[src/source/dct_pkg.sv]
// widths assume signed 11-bit integer samples and 7-bit unsigned 1.6 cosine constants
package dct_pkg;

    // transform size and widths
    localparam int sample_w = 11;
    localparam int coef_w   = 12;
    localparam int n_points = 16;
    localparam int n_pairs  = n_points / 2;

    // growth of one bit per add rank
    localparam int fold_w = sample_w + 1;
    localparam int diff_w = fold_w + 1;
    localparam int even_w = diff_w + 1;

    // fixed pipeline latency in cycles
    localparam int pipe_depth = 3;

    // dc scaling, arithmetic right shift chosen by block_flag
    localparam int dc_shift_block = 3;
    localparam int dc_shift_plain = 1;

    // cosine constants in 1.6 format, unsigned
    localparam int cos_w = 7;
    typedef logic [cos_w-1:0] cos_t;

    localparam cos_t c2  = 7'd22;
    localparam cos_t c4  = 7'd21;
    localparam cos_t c6  = 7'd19;
    localparam cos_t c10 = 7'd13;
    localparam cos_t c12 = 7'd9;
    localparam cos_t c14 = 7'd4;

    // input side, entry 0 holds x0
    typedef logic signed [sample_w-1:0] sample_t;
    typedef sample_t [n_points-1:0] sample_vec_t;

    // stage 1 result, entry n is x[n] + x[15-n]
    typedef logic signed [fold_w-1:0] fold_sum_t;
    typedef struct packed {
        fold_sum_t [n_pairs-1:0] pair_sum;
        logic                    block_flag;
    } fold_t;

    // stage 2 result
    typedef logic signed [diff_w-1:0] diff_t;
    typedef logic signed [even_w-1:0] even_sum_t;
    typedef struct packed {
        // second rank, e1 = a0+a3, e2 = a1+a2, e3 = a0-a3, e4 = a1-a2
        even_sum_t e1;
        even_sum_t e2;
        even_sum_t e3;
        even_sum_t e4;
        // first rank differences, dn = s[n] - s[7-n]
        diff_t     d0;
        diff_t     d1;
        diff_t     d2;
        diff_t     d3;
        logic      block_flag;
    } even_t;

    // output side, order X0 X2 X4 X6 X8 X10 X12 X14
    typedef logic signed [coef_w-1:0] coef_t;
    typedef coef_t [n_pairs-1:0] even_coef_vec_t;

endpackage

[src/source/dct_fold_stage.sv]
// registered fold of mirrored samples; loads every cycle, no handshake, sums cannot overflow
`timescale 1ns/1ps

module dct_fold_stage (
    input  logic                clk,
    input  logic                rst_n,
    input  dct_pkg::sample_vec_t x_in,
    input  logic                block_flag,
    output dct_pkg::fold_t      fold
);

    import dct_pkg::*;

    // next value of the stage register
    fold_t fold_d;

    // common first rank of the even path
    // each pair sign-extends to 12 bits before the add
    always_comb begin
        for (int n = 0; n < n_pairs; n++) begin
            fold_d.pair_sum[n] = fold_sum_t'(x_in[n]) + fold_sum_t'(x_in[n_points-1-n]);
        end
        // flag rides along with its own vector
        fold_d.block_flag = block_flag;
    end

    // stage register
    // cleared on reset so the flag starts at zero too
    always_ff @(posedge clk or negedge rst_n) begin
        if (!rst_n) begin
            fold <= '0;
        end else begin
            fold <= fold_d;
        end
    end

endmodule

[src/source/dct_even_butterfly.sv]
// two butterfly ranks of the even part; 13-bit first rank, 14-bit second rank, no saturation needed
`timescale 1ns/1ps

module dct_even_butterfly (
    input  logic           clk,
    input  logic           rst_n,
    input  dct_pkg::fold_t fold,
    output dct_pkg::even_t even
);

    import dct_pkg::*;

    // first rank sums, a0..a3
    diff_t a0;
    diff_t a1;
    diff_t a2;
    diff_t a3;

    // next value of the stage register
    even_t even_d;

    // first rank, pairs s0/s7, s1/s6, s2/s5, s3/s4
    // operands are signed so they sign-extend to 13 bits
    assign a0 = diff_t'(fold.pair_sum[0]) + diff_t'(fold.pair_sum[7]);
    assign a1 = diff_t'(fold.pair_sum[1]) + diff_t'(fold.pair_sum[6]);
    assign a2 = diff_t'(fold.pair_sum[2]) + diff_t'(fold.pair_sum[5]);
    assign a3 = diff_t'(fold.pair_sum[3]) + diff_t'(fold.pair_sum[4]);

    always_comb begin
        // differences feed the X2/X6/X10/X14 rotations
        even_d.d0 = diff_t'(fold.pair_sum[0]) - diff_t'(fold.pair_sum[7]);
        even_d.d1 = diff_t'(fold.pair_sum[1]) - diff_t'(fold.pair_sum[6]);
        even_d.d2 = diff_t'(fold.pair_sum[2]) - diff_t'(fold.pair_sum[5]);
        even_d.d3 = diff_t'(fold.pair_sum[3]) - diff_t'(fold.pair_sum[4]);
        // second rank, 14 bits
        // e1/e2 go to X0 and X8, e3/e4 to the X4/X12 rotation
        even_d.e1 = even_sum_t'(a0) + even_sum_t'(a3);
        even_d.e2 = even_sum_t'(a1) + even_sum_t'(a2);
        even_d.e3 = even_sum_t'(a0) - even_sum_t'(a3);
        even_d.e4 = even_sum_t'(a1) - even_sum_t'(a2);
        // flag stays aligned with the data
        even_d.block_flag = fold.block_flag;
    end

    // stage register
    always_ff @(posedge clk or negedge rst_n) begin
        if (!rst_n) begin
            even <= '0;
        end else begin
            even <= even_d;
        end
    end

endmodule

[src/source/dct_coef_stage.sv]
// even coefficients by shift-and-add; all but X0 wrap on truncation, trunc_lsb must stay below 13
`timescale 1ns/1ps

module dct_coef_stage #(
    parameter int trunc_lsb = 5
) (
    input  logic                    clk,
    input  logic                    rst_n,
    input  dct_pkg::even_t          even,
    output dct_pkg::even_coef_vec_t x_out
);

    import dct_pkg::*;

    // product and accumulator width, wide enough for four 20-bit products
    localparam int acc_w = 24;
    // dc sum width, one bit over the second rank
    localparam int dc_w = even_w + 1;
    // X8 uses c8 scaled to 16, a plain shift
    localparam int x8_shift = 4;

    // constant multiply built from shifts and adds
    // one shifted copy of x per set bit of the constant
    function automatic logic signed [acc_w-1:0] cmul(
        input logic signed [acc_w-1:0] x,
        input cos_t                    c
    );
        logic signed [acc_w-1:0] acc;
        acc = '0;
        for (int i = 0; i < cos_w; i++) begin
            if (c[i]) begin
                acc = acc + (x <<< i);
            end
        end
        return acc;
    endfunction

    // operands sign-extended to the accumulator width
    logic signed [acc_w-1:0] e1_x, e2_x, e3_x, e4_x;
    logic signed [acc_w-1:0] d0_x, d1_x, d2_x, d3_x;

    // full-precision results before truncation
    logic signed [acc_w-1:0] p_x2, p_x4, p_x6, p_x8, p_x10, p_x12, p_x14;

    // dc path
    logic signed [dc_w-1:0] dc_sum;
    logic signed [dc_w-1:0] dc_scaled;
    logic                   dc_ovf;
    coef_t                  x0_sat;

    // next value of the output register
    even_coef_vec_t coef_d;

    assign e1_x = even.e1;
    assign e2_x = even.e2;
    assign e3_x = even.e3;
    assign e4_x = even.e4;
    assign d0_x = even.d0;
    assign d1_x = even.d1;
    assign d2_x = even.d2;
    assign d3_x = even.d3;

    // X0, shift depends on block_flag
    assign dc_sum    = even.e1 + even.e2;
    assign dc_scaled = even.block_flag ? (dc_sum >>> dc_shift_block)
                                       : (dc_sum >>> dc_shift_plain);
    // overflow when the bits above the 12-bit sign bit disagree with it
    assign dc_ovf = dc_scaled[dc_w-1:coef_w-1] != {(dc_w-coef_w+1){dc_scaled[dc_w-1]}};
    // clamp to +2047 or -2048 by the sign of the wide value
    assign x0_sat = !dc_ovf ? coef_t'(dc_scaled[coef_w-1:0]) :
                    dc_scaled[dc_w-1] ? {1'b1, {(coef_w-1){1'b0}}}
                                      : {1'b0, {(coef_w-1){1'b1}}};

    // X8
    assign p_x8 = (e1_x - e2_x) <<< x8_shift;

    // X4/X12 rotation on e3, e4
    assign p_x4  = cmul(e3_x, c4) + cmul(e4_x, c12);
    assign p_x12 = cmul(e3_x, c12) - cmul(e4_x, c4);

    // X2/X6/X10/X14 rotations on the first-rank differences
    assign p_x10 = (cmul(d0_x, c10) + cmul(d3_x, c6)) - (cmul(d1_x, c2) - cmul(d2_x, c14));
    assign p_x6  = (cmul(d0_x, c6) - cmul(d3_x, c10)) - (cmul(d1_x, c14) + cmul(d2_x, c2));
    assign p_x2  = (cmul(d0_x, c2) + cmul(d3_x, c14)) + (cmul(d1_x, c6) + cmul(d2_x, c10));
    assign p_x14 = (cmul(d0_x, c14) - cmul(d3_x, c2)) + (cmul(d2_x, c6) - cmul(d1_x, c10));

    // keep bits trunc_lsb+11 down to trunc_lsb, wrap on overflow
    always_comb begin
        coef_d[0] = x0_sat;
        coef_d[1] = p_x2[trunc_lsb +: coef_w];
        coef_d[2] = p_x4[trunc_lsb +: coef_w];
        coef_d[3] = p_x6[trunc_lsb +: coef_w];
        coef_d[4] = p_x8[trunc_lsb +: coef_w];
        coef_d[5] = p_x10[trunc_lsb +: coef_w];
        coef_d[6] = p_x12[trunc_lsb +: coef_w];
        coef_d[7] = p_x14[trunc_lsb +: coef_w];
    end

    // output register, last pipeline stage
    always_ff @(posedge clk or negedge rst_n) begin
        if (!rst_n) begin
            x_out <= '0;
        end else begin
            x_out <= coef_d;
        end
    end

endmodule

[src/source/dct_col_even.sv]
// even half of a 16-point column DCT; fixed 3-cycle latency, new vector every cycle, no back-pressure
`timescale 1ns/1ps

module dct_col_even #(
    parameter int trunc_lsb = 5
) (
    input  logic                    clk,
    input  logic                    rst_n,
    input  dct_pkg::sample_vec_t    x_in,
    input  logic                    block_flag,
    output dct_pkg::even_coef_vec_t x_out
);

    import dct_pkg::*;

    // stage 1 to stage 2
    fold_t fold;
    // stage 2 to stage 3
    even_t even;

    // fold mirrored pairs
    dct_fold_stage dct_fold_stage_i (
        .clk        (clk),
        .rst_n      (rst_n),
        .x_in       (x_in),
        .block_flag (block_flag),
        .fold       (fold)
    );

    // butterfly ranks
    dct_even_butterfly dct_even_butterfly_i (
        .clk   (clk),
        .rst_n (rst_n),
        .fold  (fold),
        .even  (even)
    );

    // coefficients, truncation point set here
    dct_coef_stage #(
        .trunc_lsb (trunc_lsb)
    ) dct_coef_stage_i (
        .clk   (clk),
        .rst_n (rst_n),
        .even  (even),
        .x_out (x_out)
    );

endmodule

[config.mk]
export PLATFORM = sky130hd
export DESIGN_NAME = dct_col_even
export DESIGN_NICKNAME = d
export VERILOG_FILES = /design/src/source/dct_pkg.sv /design/src/source/dct_fold_stage.sv /design/src/source/dct_even_butterfly.sv /design/src/source/dct_coef_stage.sv /design/src/source/dct_col_even.sv
export SDC_FILE = /design/constraint.sdc
export NUM_CORES = 2
export LEC_CHECK = 0
export BUFFER_PORTS_ARGS = -buffer_cell sky130_fd_sc_hd__buf_2
export CELL_PAD_IN_SITES_DETAIL_PLACEMENT = 0
export CELL_PAD_IN_SITES_GLOBAL_PLACEMENT = 1
export CORE_MARGIN = 2
export CORE_UTILIZATION = 53
export CTS_BUF_LIST = sky130_fd_sc_hd__clkbuf_8 sky130_fd_sc_hd__clkbuf_16
export CTS_CLUSTER_SIZE = 28
export DETAILED_ROUTE_END_ITERATION = 8
export GPL_TIMING_DRIVEN = 1
export PLACE_DENSITY_LB_ADDON = 0.25
export SYNTH_ARGS = -nofsm -noshare
export SYNTH_HDL_FRONTEND = slang
export SYNTH_SLANG_ARGS = --single-unit
[constraint.sdc]
create_clock -name clk -period 13.55 [get_ports clk]
set_input_delay 1.355 -clock clk [delete_from_list [all_inputs] [get_ports clk]]
set_output_delay 1.355 -clock clk [all_outputs]
set_load 0.03 [all_outputs]
Word level (Yosys, flattened, before mapping)
Index checks and enable logic that the tools add are counted.
- add/subtract/negate cells: 66
- equal/unequal tests: 1
- mux-type cells: 3
- operator list (operator ; count):
    adder 17 bit ; 7
    adder 11 x 11 -> 12 bit ; 8
    adder 15 x 17 -> 17 bit ; 5
    subtractor 17 bit ; 5
    adder 16 x 16 -> 17 bit ; 4
    adder 16 x 17 -> 17 bit ; 4
    adder 13 x 15 -> 16 bit ; 4
    adder 14 x 15 -> 16 bit ; 4
    adder 13 x 14 -> 15 bit ; 4
    adder 12 x 12 -> 13 bit ; 4
    subtractor 12 x 12 -> 13 bit ; 4
    adder 14 x 16 -> 17 bit ; 2
    adder 14 x 17 -> 17 bit ; 2
    adder 13 x 13 -> 14 bit ; 2
    subtractor 13 x 13 -> 14 bit ; 2
    two-way mux 12 bit ; 2
    adder 17 x 15 -> 17 bit ; 1
    subtractor 15 x 17 -> 17 bit ; 1
    subtractor 17 x 15 -> 17 bit ; 1
    adder 14 x 14 -> 15 bit ; 1
    two-way mux 13 bit ; 1
    subtractor 13 bit ; 1
    inequality test 3 bit ; 1
- bits in registers: 302
- bits of input ports: 179
- output and inout port bits: 96
- word-level logic and storage cells: 96

Logic depth before layout (Yosys ltp)
- depth after elaboration: 4
- mapped depth: 20
- depth with buffers taken out: 20

Hierarchy
A second synthesis with hierarchy kept.
- cell total of the unflattened synthesis: 3340
- area total of the unflattened synthesis: 34438.0 um^2
- modules (own cells, without submodules) (module ; instances ; cells each ; area each (um^2) ; seq. area each (um^2)):
    dct_coef_stage ; 1 ; 1699 ; 18979.5 ; 2402.3
    dct_even_butterfly ; 1 ; 1106 ; 9603.0 ; 2677.6
    dct_fold_stage ; 1 ; 535 ; 5855.6 ; 2427.3

Worst setup path before layout
No wires, ideal clock.
- path kind: reg2reg
- start point: register dct_even_butterfly_i.even[4] (netlist name)
- end point: register dct_coef_stage_i.x_out[22] (netlist name)
- library setup time: 0.104 ns
- data arrival time: 5.420 ns
- slack: 8.026 ns
- cell stages (with the launch flop): 20
- path buffers: 0
- cell sequence: dfrtp_1 inv_1 fa_1 inv_1 fa_1 fa_1 fa_1 inv_1 fa_1 inv_1 ha_1 fa_1 a21o_1 a21oi_1 o21bai_1 a21oi_1 o21bai_1 a21oi_1 or4b_1 o311ai_1
- RTL lines (what ; line ; text):
    to (signal assigned) ; dct_coef_stage.sv:104 ; x_out <= coef_d;
    to (decl) ; dct_coef_stage.sv:10 ; output dct_pkg::even_coef_vec_t x_out

==> out/qor.log <==
qor: worst_setup_path.startpoint dct_even_butterfly_i.even[4]$_DFF_PN0_
qor: synthesis.synth_top_area_share 28.4%
qor: cts.tritoncts_num_sinks 300
qor: floorplanning.top_level_pins 275
qor: worst_setup_path.reg2reg_slack 7.45 ns
qor: synthesis.post_synth_main_area_contributors sky130_fd_sc_hd__fa_1, sky130_fd_sc_hd__dfrtp_1, sky130_fd_sc_hd__ha_1
qor: cts.tritoncts built
qor: worst_setup_path.end_kind flop
qor: drt.totalWireLength 84.5 mm
qor: min_path.whs_endpoint dct_even_butterfly_i.even[0]$_DFF_PN0_
qor: cells_and_area.final_layout_size_suffix_gt1_share 10.3%
qor: floorplanning.die_height 257 um
qor: cells_and_area.area.growth.synth_to_final 11.1%
qor: timing.max_clock_freq 0.164 GHz
qor: placed_design.gp_congestion 0.895
qor: timing.final.min_clock_period 6.10 ns
qor: global_routing.grtUsageMet2 45.2%
qor: synthesis.yosys.area.top_type sky130_fd_sc_hd__fa_1
qor: worst_setup_path.path_max_fanout 8
qor: cts.postCtsHoldBufs 0
qor: drt.routed_via_count 23900
qor: synthesis.synth_seq_area_share 22.1%
qor: global_routing.busiest_layer met2
qor: synthesis.avgSynthCellArea 10.2 um2
qor: floorplanning.floorplan.core_area 63200 um2
qor: cts.clockBufferDepth 3
qor: worst_setup_path.timing.rr.end dct_coef_stage_i.x_out[22]$_DFF_PN0_
qor: global_routing.grt_remaining_overflow 0
qor: global_routing.grt_first_pass_wirelength 139 mm
qor: floorplanning.rows 92
qor: floorplanning.fp.dieArea 66100 um2
qor: global_routing.grt_pass1_vias 25800
qor: drt.routed_wire_length_per_instance 18.7 um
qor: min_path.holdPathStages 0
qor: synthesis.syn_area 34000 um2
qor: worst_setup_path.data_required_time_at_the_worst_endpoint 14.00 ns
qor: cts.post_cts_resize_count 0
qor: worst_setup_path.rr_startpoint dct_even_butterfly_i.even[4]$_DFF_PN0_
qor: cts.clk_latency 0.58 ns
qor: synthesis.number_of_storage_elements_in_the_synthesis_netlist 300
qor: synthesis.async_flop_share 100%
qor: synthesis.synth.yosys.warnings 0
qor: min_path.holdCritStartpoint dct_fold_stage_i.fold[0]$_DFF_PN0_
qor: synthesis.synthFlopType sky130_fd_sc_hd__dfrtp_1
qor: cts.cts_max_level 2
qor: cts.cts_root_buf sky130_fd_sc_hd__clkbuf_16
qor: drt.drc 0
qor: cts.post-cts-setup-buffer-count 0
qor: floorplanning.initial_standard_cell_utilization_of_the_core 53.7%
qor: synthesis.yosys-top-cells-count sky130_fd_sc_hd__inv_1, sky130_fd_sc_hd__fa_1, sky130_fd_sc_hd__ha_1, sky130_fd_sc_hd__dfrtp_1, sky130_fd_sc_hd__xnor2_1
qor: global_routing.largest_net_degree_at_the_start_of_global_routing 108
qor: worst_setup_path.setup.worst_path.start_class flop
qor: timing.timing.final.crit_share 45.0%
qor: timing.timing.clock.skew 0.0297 ns
qor: timing.finalHoldViolCount 0
qor: timing.grt_setup_unrepaired no
qor: placed_design.buffer_ports.inserted 274
qor: global_routing.grt_usage 26.8%
qor: global_routing.antenna_found_initial 3
qor: synthesis.synthCells 3340
qor: worst_setup_path.timing.reg2reg.worst_path_depth 19
qor: timing.setup-violations-final 0
qor: cells_and_area.num-nets-final 4701
qor: drt.detail-route-antenna-nets 0
qor: synthesis.synth_edf_count 0
qor: cts.path_clk_slew 0.05 ns
qor: synthesis.synthMostInstantiatedCell sky130_fd_sc_hd__inv_1
qor: drt.drt_iter0_drc 1345
qor: drt.drt-pass1-iter-count 5
qor: timing.max_slew.worst_pin.slew 0.911 ns
qor: timing.slew_viol_final 0
qor: floorplanning.die-width 257 um
qor: timing.setup_tns 0 ns
qor: cts.cts_buffers 40
qor: global_routing.grt_util_met3 2.72%
qor: placed_design.dp_hpwl 71.6 mm
qor: run.cap_viol_max_count 0
qor: synthesis.yosys.cell_types.count 79
qor: status.status completed
qor: synthesis.synth_nets 4411
qor: min_path.hp-class reg -> reg
qor: cells_and_area.final_core_util 59.7%
qor: drt.routed_via_density 5.30
qor: worst_setup_path.critical_path_class reg -> reg
qor: global_routing.groute.layer.met1.usage 38.1%
qor: timing.relSlewSlack 39.3%
qor: worst_setup_path.worst_ep_arrival_time 6.55 ns
flip-flops by register name, indices dropped and copies added, names as in the netlist:
| name | count |
|---|---|
| dct_fold_stage_i.fold | 97 |
| dct_even_butterfly_i.even | 107 |
| dct_coef_stage_i.x_out | 96 |
layout make-up:
| cell class | count | area, um2 |
|---|---|---|
| Sequential cell | 300 | 7510 |
| Inverter | 709 | 2660 |
| Timing Repair Buffer | 277 | 1400 |
| Antenna cell | 1 | 2.50 |
| Multi-Input combinational cell | 2302 | 23700 |
| Fill cell | 5483 | 25500 |
| Clock inverter | 22 | 273 |
| Tap cell | 846 | 1060 |
| Clock buffer | 50 | 1140 |
worst max-delay path, cell delays in order, from the launching register on:
cell and delay, ns:
sky130_fd_sc_hd__dfrtp_1 0.72, sky130_fd_sc_hd__inv_1 0.27, sky130_fd_sc_hd__fa_1 0.59, sky130_fd_sc_hd__inv_1 0.05, sky130_fd_sc_hd__fa_1 0.49, sky130_fd_sc_hd__fa_1 0.43, sky130_fd_sc_hd__fa_1 0.48, sky130_fd_sc_hd__inv_1 0.05
sky130_fd_sc_hd__fa_1 0.47, sky130_fd_sc_hd__inv_1 0.04, sky130_fd_sc_hd__ha_1 0.22, sky130_fd_sc_hd__fa_1 0.48, sky130_fd_sc_hd__a21o_1 0.20, sky130_fd_sc_hd__a21oi_1 0.23, sky130_fd_sc_hd__o21bai_1 0.10, sky130_fd_sc_hd__a21oi_1 0.24
sky130_fd_sc_hd__o21bai_1 0.10, sky130_fd_sc_hd__a21oi_1 0.28, sky130_fd_sc_hd__or4b_1 0.47, sky130_fd_sc_hd__o311ai_1 0.10
layer usage:
| layer | up-vias | share of wire, % |
|---|---|---|
| li1 | 11300 | - |
| met1 | 12000 | 46 |
| met2 | 479 | 49 |
| met3 | 77 | 3.8 |
| met4 | 2 | 1.6 |
| met5 | - | 0.015 |
cells by family (layout without fill, tap and decap cells):
logic type	after synthesis	in the layout	share of synthesized area [%]
fa+ha+maj	892	892	43.5
buf+inv	738	1058	8.18
simple gates	572	572	8.21
compound gates	566	566	10.9
flops	300	300	22.1
xor+xnor	265	265	6.83
mux	7	7	0.225
other cells	0	1	0
cells in the final DEF (no fill, tap or decap), drive strengths merged, types with 25 or more instances in the layout:
| cell | count |
|---|---|
| xor2 | 56 |
| nor2b | 52 |
| xnor2 | 209 |
| a21boi | 26 |
| and3 | 25 |
| fa | 482 |
| nand2 | 94 |
| o21bai | 43 |
| a21oi | 165 |
| nor2 | 199 |
| inv | 712 |
| clkbuf | 50 |
| dfrtp | 300 |
| o21ai | 114 |
| a21o | 39 |
| nor3 | 56 |
| nand3 | 38 |
| ha | 410 |
| nand2b | 32 |
| buf | 277 |
per-stage QoR:
stage / instances / setup slack [ns] / hold slack, ns / instance area (um2)
finish: 4507 / 7.45 / 0.354 / 37700
global route: 4506 / 7.07 / 0.367 / 37700
floorplan: 3340 / 8.03 / 0.331 / 34000
global placement: 4434 / 7.54 / 0.352 / 36300
detailed placement: 4434 / 7.45 / 0.337 / 36300
CTS: 4506 / 7.44 / 0.361 / 37700
how the worst max path moves through the flow:
stage | end | slack, ns | depth (start not counted)
2_1_floorplan | dct_coef_stage_i.x_out[22]$_DFF_PN0_ | 8.03 | 19
3_3_place_gp | dct_coef_stage_i.x_out[22]$_DFF_PN0_ | 7.54 | 19
3_5_place_dp | dct_coef_stage_i.x_out[22]$_DFF_PN0_ | 7.45 | 19
4_1_cts | dct_coef_stage_i.x_out[22]$_DFF_PN0_ | 7.44 | 19
5_1_grt | dct_coef_stage_i.x_out[22]$_DFF_PN0_ | 7.07 | 19
6_report | dct_coef_stage_i.x_out[22]$_DFF_PN0_ | 7.45 | 19
Power is not shown: default switching activity piles up to over one toggle a cycle in this logic, so the estimate is an artifact.
